[src/rtl/bypass_consts.svh]
`ifndef BYPASS_CONSTS_SVH
`define BYPASS_CONSTS_SVH

// --------------------
// word and table sizes
// --------------------
`define BYPASS_WORD_BITS     32  // spi word and host command
`define BYPASS_GROUPS        10  // electrode groups held in the table
`define BYPASS_GROUP_BITS    4   // group number width, 0..15 on the wire

// --------------------
// command word fields
// --------------------
`define BYPASS_OPCODE_MSB    31
`define BYPASS_OPCODE_LSB    28
`define BYPASS_GROUP_MSB     27
`define BYPASS_GROUP_LSB     24
`define BYPASS_FUNC_MSB      23
`define BYPASS_FUNC_LSB      22  // bits 21..0 are don't care

// --------------------
// timing and counters
// --------------------
`define BYPASS_SETUP_CYCLES  2   // clocks between cs_n fall and first sclk edge
`define BYPASS_TALLY_BITS    8   // win/lose counters, wrap around

`endif

[src/rtl/bypass_pkg.sv]
package bypass_pkg;

    // --------------------
    // spi engine states
    // --------------------
    typedef enum logic [2:0] {
        idle        = 3'd0,  // waiting for a host strobe
        cs_assert   = 3'd1,  // cs_n just dropped
        setup       = 3'd2,  // hold sclk at cpol before first edge
        transfer    = 3'd3,  // 64 half periods of sclk
        cs_deassert = 3'd4,  // cs_n back high
        done        = 3'd5   // response_valid pulse
    } spi_state_e;

    // clock mode, bit 1 = cpol, bit 0 = cpha
    typedef enum logic [1:0] {
        mode0 = 2'b00,
        mode1 = 2'b01,
        mode2 = 2'b10,
        mode3 = 2'b11
    } spi_mode_e;

    // top nibble of a host command
    // anything other than op_electrode_group just goes out on spi
    typedef enum logic [3:0] {
        op_pass_through    = 4'd0,
        op_electrode_group = 4'd1
    } cmd_opcode_e;

    // --------------------
    // electrode group role
    // --------------------
    typedef enum logic [1:0] {
        func_collect   = 2'b00,  // record potentials
        func_stimulate = 2'b01,  // drive stimulation
        func_high_z    = 2'b10,  // disconnected
        func_reserved  = 2'b11
    } electrode_func_e;

endpackage

[src/rtl/bypass_controller.sv]
`timescale 1ns/1ns
`include "bypass_consts.svh"

module bypass_controller (
    input  logic                          clk,
    input  logic                          reset,
    // host command side
    input  logic                          bypass_enable,
    input  logic [`BYPASS_WORD_BITS-1:0]  command_data,
    input  logic                          command_valid,
    input  bypass_pkg::spi_mode_e         spi_mode,
    input  logic                          cs_manual,
    input  logic                          cs_level,
    input  logic [`BYPASS_GROUP_BITS-1:0] query_group,
    // host status side
    output logic [`BYPASS_WORD_BITS-1:0]  response_data,
    output logic                          response_valid,
    output logic                          busy,
    output logic [`BYPASS_GROUP_BITS-1:0] current_group,
    output bypass_pkg::electrode_func_e   current_function,
    output bypass_pkg::electrode_func_e   query_function,
    output logic [`BYPASS_TALLY_BITS-1:0] win_count,
    output logic [`BYPASS_TALLY_BITS-1:0] lose_count,
    // spi pins
    output logic                          cs_n,
    output logic                          sclk,
    output logic                          mosi,
    input  logic                          miso
);

    logic                         cmd_accept;
    logic [`BYPASS_WORD_BITS-1:0] cmd_word;

    // --------------------
    // spi master
    // --------------------
    spi_word_engine i_engine (
        .clk            (clk),
        .reset          (reset),
        .bypass_enable  (bypass_enable),
        .command_data   (command_data),
        .command_valid  (command_valid),
        .spi_mode       (spi_mode),
        .cs_manual      (cs_manual),
        .cs_level       (cs_level),
        .miso           (miso),
        .cs_n           (cs_n),
        .sclk           (sclk),
        .mosi           (mosi),
        .busy           (busy),
        .cmd_accept     (cmd_accept),
        .cmd_word       (cmd_word),
        .response_data  (response_data),
        .response_valid (response_valid)
    );

    // group config, sees only accepted words
    electrode_group_table i_table (
        .clk              (clk),
        .reset            (reset),
        .cmd_accept       (cmd_accept),
        .cmd_word         (cmd_word),
        .query_group      (query_group),
        .current_group    (current_group),
        .current_function (current_function),
        .query_function   (query_function)
    );

    // --------------------
    // win/lose from response msb
    // --------------------
    outcome_tally i_tally (
        .clk            (clk),
        .reset          (reset),
        .response_valid (response_valid),
        .response_msb   (response_data[`BYPASS_WORD_BITS-1]),
        .win_count      (win_count),
        .lose_count     (lose_count)
    );

endmodule

[src/rtl/electrode_group_table.sv]
`timescale 1ns/1ns
`include "bypass_consts.svh"

module electrode_group_table (
    input  logic                          clk,
    input  logic                          reset,
    input  logic                          cmd_accept,
    input  logic [`BYPASS_WORD_BITS-1:0]  cmd_word,
    input  logic [`BYPASS_GROUP_BITS-1:0] query_group,
    output logic [`BYPASS_GROUP_BITS-1:0] current_group,
    output bypass_pkg::electrode_func_e   current_function,
    output bypass_pkg::electrode_func_e   query_function
);

    // one function entry per group
    bypass_pkg::electrode_func_e func_table [`BYPASS_GROUPS];

    bypass_pkg::cmd_opcode_e     opcode;
    logic [`BYPASS_GROUP_BITS-1:0] cmd_group;
    bypass_pkg::electrode_func_e cmd_func;
    logic                        group_cmd;
    logic                        group_in_range;

    // --------------------
    // field decode
    // --------------------
    assign opcode    = bypass_pkg::cmd_opcode_e'(cmd_word[`BYPASS_OPCODE_MSB:`BYPASS_OPCODE_LSB]);
    assign cmd_group = cmd_word[`BYPASS_GROUP_MSB:`BYPASS_GROUP_LSB];
    assign cmd_func  = bypass_pkg::electrode_func_e'(cmd_word[`BYPASS_FUNC_MSB:`BYPASS_FUNC_LSB]);

    assign group_cmd      = cmd_accept && (opcode == bypass_pkg::op_electrode_group);
    assign group_in_range = cmd_group < `BYPASS_GROUPS;  // 10..15 never touch the table

    // current selection follows every group command, even out of range
    always_ff @(posedge clk or posedge reset) begin
        if (reset) begin
            current_group    <= '0;
            current_function <= bypass_pkg::func_collect;
        end else if (group_cmd) begin
            current_group    <= cmd_group;
            current_function <= cmd_func;
        end
    end

    // --------------------
    // table write
    // --------------------
    always_ff @(posedge clk or posedge reset) begin
        if (reset) begin
            for (int g = 0; g < `BYPASS_GROUPS; g++) begin
                func_table[g] <= bypass_pkg::func_collect;  // all groups record after reset
            end
        end else if (group_cmd && group_in_range) begin
            func_table[cmd_group] <= cmd_func;
        end
    end

    // host readback, no clock
    always_comb begin
        if (query_group < `BYPASS_GROUPS) begin
            query_function = func_table[query_group];
        end else begin
            query_function = bypass_pkg::func_collect;  // unknown group reads as default
        end
    end

endmodule

[src/rtl/outcome_tally.sv]
`timescale 1ns/1ns
`include "bypass_consts.svh"

module outcome_tally (
    input  logic                          clk,
    input  logic                          reset,
    input  logic                          response_valid,
    input  logic                          response_msb,
    output logic [`BYPASS_TALLY_BITS-1:0] win_count,
    output logic [`BYPASS_TALLY_BITS-1:0] lose_count
);

    logic win_hit;
    logic lose_hit;

    // one of the two per finished word
    assign win_hit  = response_valid && response_msb;
    assign lose_hit = response_valid && !response_msb;

    // --------------------
    // counters
    // --------------------
    always_ff @(posedge clk or posedge reset) begin
        if (reset) begin
            win_count  <= '0;
            lose_count <= '0;
        end else begin
            if (win_hit) begin
                win_count <= win_count + 1'b1;  // wraps at 255
            end
            if (lose_hit) begin
                lose_count <= lose_count + 1'b1;
            end
        end
    end

endmodule

[src/rtl/spi_word_engine.sv]
`timescale 1ns/1ns
`include "bypass_consts.svh"

module spi_word_engine (
    input  logic                         clk,
    input  logic                         reset,
    input  logic                         bypass_enable,
    input  logic [`BYPASS_WORD_BITS-1:0] command_data,
    input  logic                         command_valid,
    input  bypass_pkg::spi_mode_e        spi_mode,
    input  logic                         cs_manual,
    input  logic                         cs_level,
    input  logic                         miso,
    output logic                         cs_n,
    output logic                         sclk,
    output logic                         mosi,
    output logic                         busy,
    output logic                         cmd_accept,
    output logic [`BYPASS_WORD_BITS-1:0] cmd_word,
    output logic [`BYPASS_WORD_BITS-1:0] response_data,
    output logic                         response_valid
);

    localparam int unsigned EDGES   = 2 * `BYPASS_WORD_BITS;  // sclk edges per word
    localparam int unsigned EDGE_W  = $clog2(EDGES);
    localparam int unsigned SETUP_W = $clog2(`BYPASS_SETUP_CYCLES + 1);
    localparam int unsigned MSB     = `BYPASS_WORD_BITS - 1;

    bypass_pkg::spi_state_e state;
    bypass_pkg::spi_mode_e  mode_q;  // held for the whole word

    logic [MSB:0]         tx_shift;   // next mosi bit sits at the top
    logic [MSB:0]         rx_shift;   // miso enters at bit 0, ends at 31
    logic [EDGE_W-1:0]    edge_cnt;   // half period index, bit = edge_cnt[5:1]
    logic [SETUP_W-1:0]   setup_cnt;

    logic start;
    logic setup_last;
    logic edge_last;
    logic sclk_edge;
    logic lead_edge;
    logic cpol;
    logic cpha;
    logic shift_now;
    logic sample_now;
    logic idle_cs_n;

    // --------------------
    // control decode
    // --------------------
    assign start      = (state == bypass_pkg::idle) && command_valid && bypass_enable;
    assign setup_last = setup_cnt == SETUP_W'(`BYPASS_SETUP_CYCLES - 1);
    assign edge_last  = (state == bypass_pkg::transfer) && (edge_cnt == EDGE_W'(EDGES - 1));

    // an sclk edge lands on the clk edge that opens each transfer cycle
    assign sclk_edge = ((state == bypass_pkg::setup) && setup_last) ||
                       ((state == bypass_pkg::transfer) && !edge_last);

    // edge 0 comes out of setup, edge k+1 out of transfer cycle k
    assign lead_edge = (state == bypass_pkg::setup) || edge_cnt[0];

    assign cpol = mode_q[1];
    assign cpha = mode_q[0];

    // cpha 0 samples on leading, cpha 1 on trailing; shift on the other one
    assign shift_now  = sclk_edge && (lead_edge == cpha);
    assign sample_now = sclk_edge && (lead_edge != cpha);

    assign idle_cs_n = cs_manual ? cs_level : 1'b1;  // manual cs only between words

    always_comb begin
        busy = (state == bypass_pkg::cs_assert) || (state == bypass_pkg::setup) ||
               (state == bypass_pkg::transfer)  || (state == bypass_pkg::cs_deassert);
    end

    // --------------------
    // fsm and pins
    // --------------------
    always_ff @(posedge clk or posedge reset) begin
        if (reset) begin
            state          <= bypass_pkg::idle;
            mode_q         <= bypass_pkg::mode0;
            edge_cnt       <= '0;
            setup_cnt      <= '0;
            cs_n           <= 1'b1;
            sclk           <= 1'b0;
            mosi           <= 1'b0;
            cmd_accept     <= 1'b0;
            response_valid <= 1'b0;
            response_data  <= '0;
        end else begin
            cmd_accept     <= 1'b0;  // single cycle strobes
            response_valid <= 1'b0;
            case (state)
                bypass_pkg::idle: begin
                    sclk <= spi_mode[1];  // rest at cpol
                    cs_n <= idle_cs_n;
                    if (start) begin
                        state      <= bypass_pkg::cs_assert;
                        mode_q     <= spi_mode;
                        cmd_accept <= 1'b1;
                        cs_n       <= 1'b0;
                        // cpha 0 presents bit 31 together with cs_n
                        mosi       <= spi_mode[0] ? 1'b0 : command_data[MSB];
                    end
                end
                bypass_pkg::cs_assert: begin
                    setup_cnt <= '0;
                    edge_cnt  <= '0;
                    state     <= bypass_pkg::setup;
                end
                bypass_pkg::setup: begin
                    if (setup_last) begin
                        state <= bypass_pkg::transfer;
                    end else begin
                        setup_cnt <= setup_cnt + 1'b1;
                    end
                end
                bypass_pkg::transfer: begin
                    if (edge_last) begin
                        state <= bypass_pkg::cs_deassert;
                        cs_n  <= 1'b1;
                        mosi  <= 1'b0;
                    end else begin
                        edge_cnt <= edge_cnt + 1'b1;
                    end
                end
                bypass_pkg::cs_deassert: begin
                    response_data  <= rx_shift;  // last sample already in
                    response_valid <= 1'b1;
                    state          <= bypass_pkg::done;
                end
                bypass_pkg::done: begin
                    cs_n  <= idle_cs_n;
                    state <= bypass_pkg::idle;
                end
                default: begin
                    state <= bypass_pkg::idle;
                end
            endcase
            if (sclk_edge) begin
                sclk <= lead_edge ? ~cpol : cpol;
            end
            if (shift_now) begin
                mosi <= tx_shift[MSB];
            end
        end
    end

    // --------------------
    // data path
    // --------------------
    always_ff @(posedge clk) begin
        if (start) begin
            cmd_word <= command_data;
            // bit 31 already on mosi for cpha 0
            tx_shift <= spi_mode[0] ? command_data : {command_data[MSB-1:0], 1'b0};
        end else if (shift_now) begin
            tx_shift <= {tx_shift[MSB-1:0], 1'b0};
        end
        if (sample_now) begin
            rx_shift <= {rx_shift[MSB-1:0], miso};  // msb first
        end
    end

endmodule

[config.mk]
export PLATFORM = sky130hd
export DESIGN_NAME = bypass_controller
export DESIGN_NICKNAME = d
export VERILOG_FILES = /design/src/rtl/bypass_pkg.sv /design/src/rtl/bypass_controller.sv /design/src/rtl/electrode_group_table.sv /design/src/rtl/outcome_tally.sv /design/src/rtl/spi_word_engine.sv
export VERILOG_INCLUDE_DIRS = /design/src /design/src/rtl
export SDC_FILE = /design/constraint.sdc
export NUM_CORES = 1
export LEC_CHECK = 0
export BUFFER_PORTS_ARGS = -buffer_cell sky130_fd_sc_hd__buf_2
export CORE_ASPECT_RATIO = 1.5
export CORE_MARGIN = 2
export CORE_UTILIZATION = 30
export CTS_CLUSTER_SIZE = 8
export DETAILED_ROUTE_END_ITERATION = 8
export SLEW_MARGIN = 20
export SYNTH_ARGS = -nofsm -noshare
export SYNTH_HDL_FRONTEND = slang
export SYNTH_SLANG_ARGS = --single-unit
[constraint.sdc]
create_clock -name clk -period 8.6 [get_ports clk]
set_input_delay 0.43 -clock clk [delete_from_list [all_inputs] [get_ports clk]]
set_output_delay 0.43 -clock clk [all_outputs]
set_load 0.02 [all_outputs]
==> results.ini, run 1 <==
[outcome]
status = finished clean

[worst_setup_path]
cp_top_family = flip-flops
crit_type = reg -> reg
r2r_end = i_engine.rx_shift[11]
worstPathRequired_ns = 8.68
crit_path_end_kind = flop
worstPathCellList = and3b_1, o21ai_1, o32ai_1, o21a_1, buf_4
crit_arrival_ns = 2.66
crit_path_max_incr_delay_ns = 0.76
r2r-start = i_engine.state[0]
start_kind = flop
cp_max_fo = 32
r2r_setup_slack_ns = 6.01
cp_slowest_cell = dfrtp_1
path_buf_inv = 1
ff2ff_path_depth = 5

[cts]
cts.sink_count = 166
clk_pin_slew_ns = 0.07
numCtsBuffers = 17
clock_latency_ns = 0.43
cts_tree = yes
holdBufCountCts = 0
cts-root-buf = clkbuf_16
cts_resized = 0
cts_setup_buffers = 0
cts_max_level = 4
clock_path_buffers = 2

[global_route]
grt_max_degree = 68
grt_first_pass_wirelength_um = 22200
grt_pass1_vias = 4384
track_usage = 0.115
antenna_found_initial = 0
grt_overflow = 0

[cells_and_area]
diodes = 0
nets = 655
register_area_sq_um = 4530
num-fill-cells = 2210
area_delta_synth_final_pct = 20.5
drive_gt1_frac = 0.352
multiInputGateArea_sq_um = 2410
fin_util = 0.370

[placed_design]
dp_slack_ns = 6.08
gp_congestion = 0.820
dp_hpwl_um = 9480
portBuffers = 105

[detailed_routing]
drc_errors = 0
wirelength_um = 13700
drtPass1Iterations = 4
drt_iter0_markers = 230
vias = 4347
postRouteAntennaNets = 0
wl_per_cell_um = 14.6
vias_per_cell = 4.65

[yosys]
ys_async_sr_fraction = 0.554
yosys_warnings = 0
synth_flop_cell = dfrtp_1
netlist_area_sq_um = 7070
synth_edf_count = 74
synth_nets = 551
postSynthCellCount = 502
ys_types = 54
synth_seq_cells = 166
yosysSeqAreaShare = 0.640
avgSynthCellArea_sq_um = 14.1

[power]
cell_internal_pwr_uw = 1300
p_sw_frac = 0.214
seqPwrFrac = 0.513
comb_power_share = 0.034
p_per_area_nw_per_um2 = 194
power_leakage_uw = 0.00383
switchingPower_uw = 354
power_frac_clock = 0.453
peakVddDrop_uv = 141

[worst_hold_path]
hold_class = in -> async

[timing]
finClkSkew_ns = 0.0107
tns_ns = 0
min_period_over_period = 0.301
relSlewSlack = 0.370
tightestPinTransition_ns = 0.946
grt_setup_unrepaired = no
slew_violations = 0
clock.fmax_mhz = 386
fin_ws_ns = 6.01
hold_viol = 0
period_minus_slack_ns = 2.59
setup_viol = 0

[die]
start_util = 0.307
die_y_um = 192
core_region_area_sq_um = 23100
num_rows = 68
dieArea_sq_um = 24900
io_pins = 106
die_w_um = 129

[run]
drv_cap = 0

## logic make-up after synthesis
family                     count (synthesis)  share of synthesized area
and+or+nand+nor                          114                     0.0918
xor gates and xnor gates                  18                     0.0223
DFF                                      166                      0.640
muxes                                    105                      0.167
adders and majority gates                  4                    0.00707
AOI/OAI and AO/OA                         63                     0.0508
buffers and inverters                     32                     0.0216
## synth_stat cells, drive strengths merged, types with 3 or more instances
library cell  count  area share
o211ai            5      0.0053
nand3            14      0.0099
mux2             63        0.10
clkbuf            6      0.0032
or3               4      0.0042
o21ai            10      0.0071
xor2              7      0.0087
nor3b             3      0.0064
mux4              4       0.013
dfrtp            91        0.32
ha                4      0.0071
nor2b             8      0.0071
nor3              4      0.0042
a21oi            36       0.025
nand3b            3      0.0032
nand2            14      0.0074
mux2i            38       0.054
xnor2            11       0.014
edfxtp           74        0.31
buf              19       0.015
inv               7      0.0037
nor2             44       0.024
## worst reg2reg max path, delay by kind of cell, from the launching register on
| family | cells | cell delay [ns] |
|---|---|---|
| AO/OA/AOI/OAI | 3 | 0.73 |
| AND/OR/NAND/NOR | 1 | 0.36 |
| buffers and inverters | 1 | 0.37 |
| flip-flops | 1 | 0.76 |
## per-stage QoR
| step | hold WS [ns] | total power (uW) | cells | instance area, sq um |
|---|---|---|---|---|
| after floorplan | 0.420 | 895 | 502 | 7070 |
| after global routing | 0.0867 | 1710 | 934 | 8520 |
| final | 0.0492 | 1650 | 934 | 8520 |
| after global placement | 0.431 | 919 | 901 | 7920 |
| after CTS | 0.0582 | 1670 | 933 | 8490 |
| after detailed placement | 0.432 | 920 | 901 | 7920 |
## worst max path at each step
stage                               from               endpoint  slack (ns)  cells past startpoint
floorplan           i_engine.edge_cnt[1]   i_engine.tx_shift[0]        5.61                      5
global placement       i_engine.state[0]  i_engine.rx_shift[17]        6.23                      5
detailed placement     i_engine.state[0]  i_engine.rx_shift[13]        6.08                      5
CTS                    i_engine.state[0]  i_engine.rx_shift[14]        6.04                      5
global route           i_engine.state[0]  i_engine.rx_shift[11]        5.77                      5
finish                 i_engine.state[0]  i_engine.rx_shift[11]        6.01                      5
## power by group through the flow
stage	Sequential [uW]	Clock (uW)	Combinational (uW)
after CTS	848	769	56.6
after global placement	864	0	54.8
after detailed placement	864	0	56.2
after global routing	849	799	63.7
after floorplan	863	0	31.5
final	848	749	56.0
## final cells by class
class                   count  share of cell area
multi-input cells         304               0.283
clock inverters             9              0.0103
inverters                   7             0.00323
clock buffers              23              0.0574
flip-flops and latches    166               0.531
repair buffers            110              0.0684
well taps                 315              0.0462
## state kept, by name, summed over array words and instances (netlist names)
register and flops:
i_engine.response_data 32, i_engine.rx_shift 32, i_engine.tx_shift 32, i_table.func_table 20, i_engine.cmd_word 10, i_tally.lose_count 8, i_tally.win_count 8, i_engine.edge_cnt 6
i_table.current_group 4, i_engine.state 3, i_engine.mode_q 2, i_engine.setup_cnt 2, i_table.current_function 2, i_engine.cmd_accept 1, i_engine.cs_n 1, i_engine.mosi 1
i_engine.response_valid 1, i_engine.sclk 1
## per-layer routing
layer,GRT usage,wire length [um],vias up
li1,-,-,2055
met1,0.132,5710,2155
met2,0.196,6920,115
met3,0.0323,722,22
met4,0.0556,320,0
met5,0,0,-
## layout by cell type, fill, tap and decap left out, drive strengths merged, types with 2 or more instances in the layout
| cell type | n |
|---|---|
| ha | 4 |
| xor2 | 7 |
| nor3b | 3 |
| nand2b | 2 |
| mux4 | 4 |
| o211ai | 5 |
| mux2 | 63 |
| nor4 | 2 |
| nor2 | 44 |
| o22ai | 2 |
| nor3 | 4 |
| and2 | 2 |
| o21ai | 10 |
| nand4b | 2 |
| inv | 11 |
| nand3 | 14 |
| and3 | 2 |
| nor2b | 8 |
| and3b | 2 |
| and4 | 2 |
| a21oi | 36 |
| nand3b | 3 |
| clkbuf | 23 |
| a31oi | 2 |
| clkinv | 3 |
| nand2 | 14 |
| or3 | 4 |
| dfrtp | 91 |
| xnor2 | 11 |
| edfxtp | 74 |
| buf | 110 |
| mux2i | 38 |
| o32ai | 2 |
No activity file was read; power rests on OpenSTA's default activity.
==> run 2, diff against run 1 <==
==> constraint.sdc (replaced) <==
create_clock -name clk -period 2.5 [get_ports clk]
set_input_delay 0.125 -clock clk [delete_from_list [all_inputs] [get_ports clk]]
set_output_delay 0.125 -clock clk [all_outputs]
set_load 0.02 [all_outputs]
==> run 2 against run 1 <==
Compared with the run above: combinational power increased to 3.8 times the previous value; sequential cell count unchanged; cell count increased by 1.9%; non-clock buffer count increased by 18; global-route usage increased by 0.34 points; core utilization increased by 1.0 points; critical path depth unchanged; worst setup slack got worse by 5.7 ns; power increased to 3.5 times the previous value; die area unchanged; cell area increased by 2.7%; maximum frequency increased by 19%; critical path type unchanged; largest power group unchanged.
==> results.ini, run 2 (same netlist as run 1, synthesis figures left out) <==
[outcome]
status = finished clean

[die]
io_pins = 106  ; unchanged
dieArea_sq_um = 24900  ; unchanged
start_util = 0.307  ; unchanged
core_region_area_sq_um = 23100  ; unchanged
num_rows = 68  ; unchanged
die_w_um = 129  ; unchanged
die_y_um = 192  ; unchanged

[detailed_routing]
postRouteAntennaNets = 0  ; unchanged
vias_per_cell = 4.62  ; -0.74%
drtPass1Iterations = 4  ; unchanged
drt_iter0_markers = 274  ; +19%
wirelength_um = 14000  ; +2.2%
vias = 4398  ; +1.2%
drc_errors = 0  ; unchanged
wl_per_cell_um = 14.7  ; +0.27%

[timing]
grt_setup_unrepaired = no
tightestPinTransition_ns = 0.691  ; -0.254 ns
worst_hold_slack_ns = 0.0431  ; -0.00616 ns
tns_ns = 0  ; unchanged
relSlewSlack = 0.539  ; +0.169
setup_viol = 0  ; unchanged
min_period_over_period = 0.869  ; +0.569
finClkSkew_ns = 0.0138  ; +0.00311 ns
period_minus_slack_ns = 2.17  ; -0.414 ns
hold_viol = 0  ; unchanged
slew_violations = 0  ; unchanged
clock.fmax_mhz = 460  ; +19%

[worst_setup_path]
cp_slowest_cell = dfrtp_1
crit_type = reg -> reg
worstPathCellList = and3b_1, o21ai_1, o32ai_1, o21a_1, buf_12
cp_top_family = compound AO/OA/AOI/OAI gates
cp_max_fo = 32  ; unchanged
crit_arrival_ns = 2.29  ; -0.37 ns
crit_path_max_incr_delay_ns = 0.64  ; -0.12 ns
crit_path_end_kind = flop
start_kind = flop
worstPathRequired_ns = 2.62  ; -6.06 ns
r2r_setup_slack_ns = 0.33  ; -5.69 ns
path_buf_inv = 1  ; unchanged

[cts]
cts-root-buf = clkbuf_16
cts_resized = 0  ; unchanged
clock_path_buffers = 2  ; unchanged
cts.sink_count = 166  ; unchanged
clock_latency_ns = 0.43  ; about the same
cts_tree = yes
numCtsBuffers = 17  ; unchanged
cts_max_level = 4  ; unchanged
clk_pin_slew_ns = 0.07  ; about the same
cts_setup_buffers = 0  ; unchanged

[global_route]
grt_overflow = 0  ; unchanged
grt_first_pass_wirelength_um = 23000  ; +3.7%
track_usage = 0.118  ; +0.00345
antenna_found_initial = 0  ; unchanged
grt_max_degree = 93  ; +37%
grt_pass1_vias = 4608  ; +5.1%

[cells_and_area]
top_regs = i_engine.response_data: 32 flops, i_engine.rx_shift: 32 flops, i_engine.tx_shift: 32 flops
final_area_sq_um = 8760  ; +2.7%
final-instance-count-excl-fill = 952  ; +1.9%
final_cell_mix = buf_2 (105), dfrtp_1 (91), edfxtp_1 (74)
nets = 673  ; +2.7%
drive_gt1_frac = 0.353  ; +0.00104
layout_commonest_cell = buf_2
diodes = 0  ; unchanged
fin_util = 0.380  ; +0.0101
area_delta_synth_final_pct = 23.8

[power]
p_per_area_nw_per_um2 = 669  ; +240%
power_leakage_uw = 0.00391  ; +2.3%
peakVddDrop_uv = 465  ; +230%

[placed_design]
placed_cells = 907  ; +0.67%
gp_congestion = 0.855  ; +4.2%
place_area_sq_um = 8000  ; +1.1%
dp_hpwl_um = 9540  ; +0.59%
portBuffers = 105  ; unchanged

[run]
drv_cap = 0  ; unchanged

[worst_hold_path]
hold_class = in -> reg

run 2: cell type report:
class,count,area [sq um]
fill,2214,14300
sequential,166,4530
multi-input combinational,304,2410
timing repair buffer,128,768
clock buffer,23,509
tap,315,394
clock inverter,9,114
inverter,7,30.0
run 2: repair_timing:
item,in CTS,in global routing
endpoints found under the hold margin,103,0
hold buffers,13,0
setup endpoints to repair,0,0
run 2: path summary, 6_finish.rpt:
| kind | start | end | cells past startpoint |
|---|---|---|---|
| min in group asynchronous | reset | i_tally.lose_count[3] | 4 |
| worst max register to register | i_engine.state[1] | i_engine.rx_shift[10] | 5 |
| worst min-delay path | command_data[0] | i_engine.tx_shift[0] | 2 |
| worst max-delay path | i_engine.state[1] | i_engine.rx_shift[10] | 5 |
| worst min register to register | i_engine.rx_shift[30] | i_engine.rx_shift[31] | 0 |
| max in group asynchronous | reset | i_engine.cs_n | 4 |
run 2: worst register-to-register path, delay by kind of cell, from the launching register on:
kind	cells	cell delay, ns
AOI/OAI and AO/OA	3	0.66
DFF	1	0.64
and+or+nand+nor	1	0.33
buffers and inverters	1	0.21
run 2: where the power goes:
group | internal (uW) | switching (uW) | leakage [uW]
Clock | 1640 | 1080 | 0.000297
Combinational | 91.8 | 123 | 0.00166
Sequential | 2900 | 19.7 | 0.00196
run 2: metal layers:
layer | part of all wire | track usage | vias up
li1 | - | - | 2086
met1 | 0.43 | 0.139 | 2182
met2 | 0.50 | 0.201 | 106
met3 | 0.040 | 0.0279 | 24
met4 | 0.026 | 0.0573 | 0
met5 | 0 | 0 | -
run 2: stage by stage:
| stage | setup WS (ns) | power [uW] |
|---|---|---|
| final | 0.326 | 5850 |
| after global routing | 0.227 | 6070 |
| after CTS | 0.362 | 5950 |
| after detailed placement | 0.387 | 3170 |
| after global placement | 0.491 | 3170 |
| after floorplan | 0.110 | 3080 |
==> run 3, diff against run 2 <==
--- a/config.mk
+++ b/config.mk
@@ -8,8 +8,8 @@
 export LEC_CHECK = 0
 export BUFFER_PORTS_ARGS = -buffer_cell sky130_fd_sc_hd__buf_2
 export CORE_ASPECT_RATIO = 1.5
-export CORE_MARGIN = 2
-export CORE_UTILIZATION = 30
+export CORE_MARGIN = 1.5
+export CORE_UTILIZATION = 39
 export CTS_CLUSTER_SIZE = 8
 export DETAILED_ROUTE_END_ITERATION = 8
 export SLEW_MARGIN = 20
==> run 3 against run 2 <==
Compared with the run above: sequential cell count is the same; sequential power about the same; sequential share of layout area is 1.0 points higher; routed wire length shrank 3.8%; critical endpoint is now i_engine.tx_shift[28]; maximum frequency rose by 3.3%; clock power fell by 8.1%; hold slack got worse by 0.0058 ns; die area fell by 24%; global-route usage grew 3.3 points; clock-buffer cell count shrank 3.
==> results.ini, run 3 (same netlist as run 1, synthesis figures left out) <==
[power]
p_per_area_nw_per_um2 = 656  ; -1.9%
power_leakage_uw = 0.00391  ; -0.25%
comb_power_share = 0.038  ; about the same
cell_internal_pwr_uw = 4380  ; -5.4%
peakVddDrop_uv = 360  ; -22%
switchingPower_uw = 1250  ; +2.4%
seqPwrFrac = 0.518  ; +0.020
power_frac_clock = 0.444  ; -0.021
p_sw_frac = 0.222  ; +0.0134

[global_route]
grt_first_pass_wirelength_um = 22600  ; -1.7%
grt_pass1_vias = 4552  ; -1.2%
grt_max_degree = 53  ; -43%
antenna_found_initial = 0  ; unchanged
track_usage = 0.151  ; +0.0330
grt_overflow = 0  ; unchanged

[die]
core_region_area_sq_um = 17900  ; -23%
die_y_um = 168  ; -13%
start_util = 0.396  ; +0.0891
die_w_um = 113  ; -13%
dieArea_sq_um = 19000  ; -24%
num_rows = 60  ; -12%
io_pins = 106  ; unchanged

[timing]
fin_ws_ns = 0.395  ; +0.0687 ns
min_period_over_period = 0.842  ; -0.0275
tns_ns = 0  ; unchanged
relSlewSlack = 0.544  ; +0.00502
grt_setup_unrepaired = no
setup_viol = 0  ; unchanged
hold_viol = 0  ; unchanged
slew_violations = 0  ; unchanged
clock.fmax_mhz = 475  ; +3.3%
worst_hold_slack_ns = 0.0372  ; -0.00584 ns
finClkSkew_ns = 0.00987  ; -0.00393 ns
period_minus_slack_ns = 2.10  ; -0.0687 ns
tightestPinTransition_ns = 0.684  ; -0.00753 ns

[worst_hold_path]
hold_class = in -> reg
hold_path_depth = 2  ; unchanged

[worst_setup_path]
crit_path_end_kind = flop
path_buf_inv = 1  ; unchanged
cp_slowest_cell = dfrtp_1
crit_arrival_ns = 2.23  ; -0.06 ns
worstPathRequired_ns = 2.63  ; about the same
worstPathCellList = ha_1, nand2_1, or2_2, a31oi_1, o22ai_2, buf_4
ff2ff_path_depth = 6  ; +1
cp_top_family = flip-flops
cp_max_fo = 32  ; unchanged
cp.depth = 6  ; +1
crit_path_max_incr_delay_ns = 0.50  ; -0.14 ns
crit_type = reg -> reg
start_kind = flop

[cells_and_area]
layout_commonest_cell = buf_2
final_area_sq_um = 8580  ; -2.0%
diodes = 0  ; unchanged
area_delta_synth_final_pct = 21.3
drive_gt1_frac = 0.354  ; +0.00101
final_cell_mix = buf_2 (105), dfrtp_1 (91), edfxtp_1 (74)
final-instance-count-excl-fill = 855  ; -10%
nets = 674  ; +0.15%
top_regs = i_engine.response_data: 32 flops, i_engine.rx_shift: 32 flops, i_engine.tx_shift: 32 flops

[cts]
numCtsBuffers = 17  ; unchanged
cts_max_level = 4  ; unchanged
clock_path_buffers = 2  ; unchanged
clk_pin_slew_ns = 0.06  ; about the same
cts-root-buf = clkbuf_16
cts.sink_count = 166  ; unchanged
cts_resized = 0  ; unchanged
clock_latency_ns = 0.42  ; about the same
cts_tree = yes

[detailed_routing]
wl_per_cell_um = 15.7  ; +7.1%
wirelength_um = 13400  ; -3.8%
vias = 4398  ; unchanged
vias_per_cell = 5.14  ; +11%
drtPass1Iterations = 4  ; unchanged
drc_errors = 0  ; unchanged
postRouteAntennaNets = 0  ; unchanged
drt_iter0_markers = 106  ; -61%

[placed_design]
dp_slack_ns = 0.410  ; +0.0233 ns
place_area_sq_um = 7880  ; -1.5%
portBuffers = 105  ; unchanged
dp_hpwl_um = 9500  ; -0.36%
gp_congestion = 0.850  ; -0.58%
placed_cells = 810  ; -11%

[run]
drv_cap = 0  ; unchanged

[outcome]
status = finished clean

[run 3: final timing paths]
kind                                      startpoint                   endpoint  slack, ns
max in group asynchronous                      reset  i_engine.response_data[3]       1.50
worst min register to register  i_engine.rx_shift[0]       i_engine.rx_shift[1]       0.45
min in group asynchronous                      reset      i_tally.lose_count[0]       0.33
worst max register to register  i_engine.edge_cnt[0]      i_engine.tx_shift[28]       0.40
worst max-delay path            i_engine.edge_cnt[0]      i_engine.tx_shift[28]       0.40
worst min-delay path                 command_data[0]       i_engine.tx_shift[0]       0.04
[run 3: per-layer routing]
layer	up-vias	global-route usage	wire length [um]
met5	-	0	0
met4	0	0.0554	238
met3	17	0.0461	501
met2	90	0.264	7140
met1	2198	0.175	5570
li1	2093	-	-
[run 3: timing repair]
| action | 4_1_cts | 5_1_grt |
|---|---|---|
| hold buffers | 13 | 0 |
| setup buffers | 0 | 0 |
| hold endpoints to repair | 35 | 0 |
[run 3: layout make-up]
class | instances | area [sq um]
clock buffers | 20 | 468
well taps | 217 | 272
clock inverters | 12 | 106
inverters | 7 | 30.0
flip-flops and latches | 166 | 4530
multi-input cells | 304 | 2410
repair buffers | 129 | 776
fillers | 1614 | 9280
[run 3: through the flow]
step           power, uW  utilization
4_1_cts             5720        0.480
6_report            5630        0.480
3_5_place_dp        3170        0.441
3_3_place_gp        3170        0.441
2_1_floorplan       3080            -
5_1_grt             5860        0.480
[run 3: power groups by stage]
stage / registers [uW] / clock network, uW / logic [uW]
final: 2920 / 2500 / 213
after global routing: 2920 / 2700 / 241
after CTS: 2920 / 2580 / 219
after detailed placement: 2970 / 0 / 202
after global placement: 2970 / 0 / 197
after floorplan: 2970 / 0 / 109
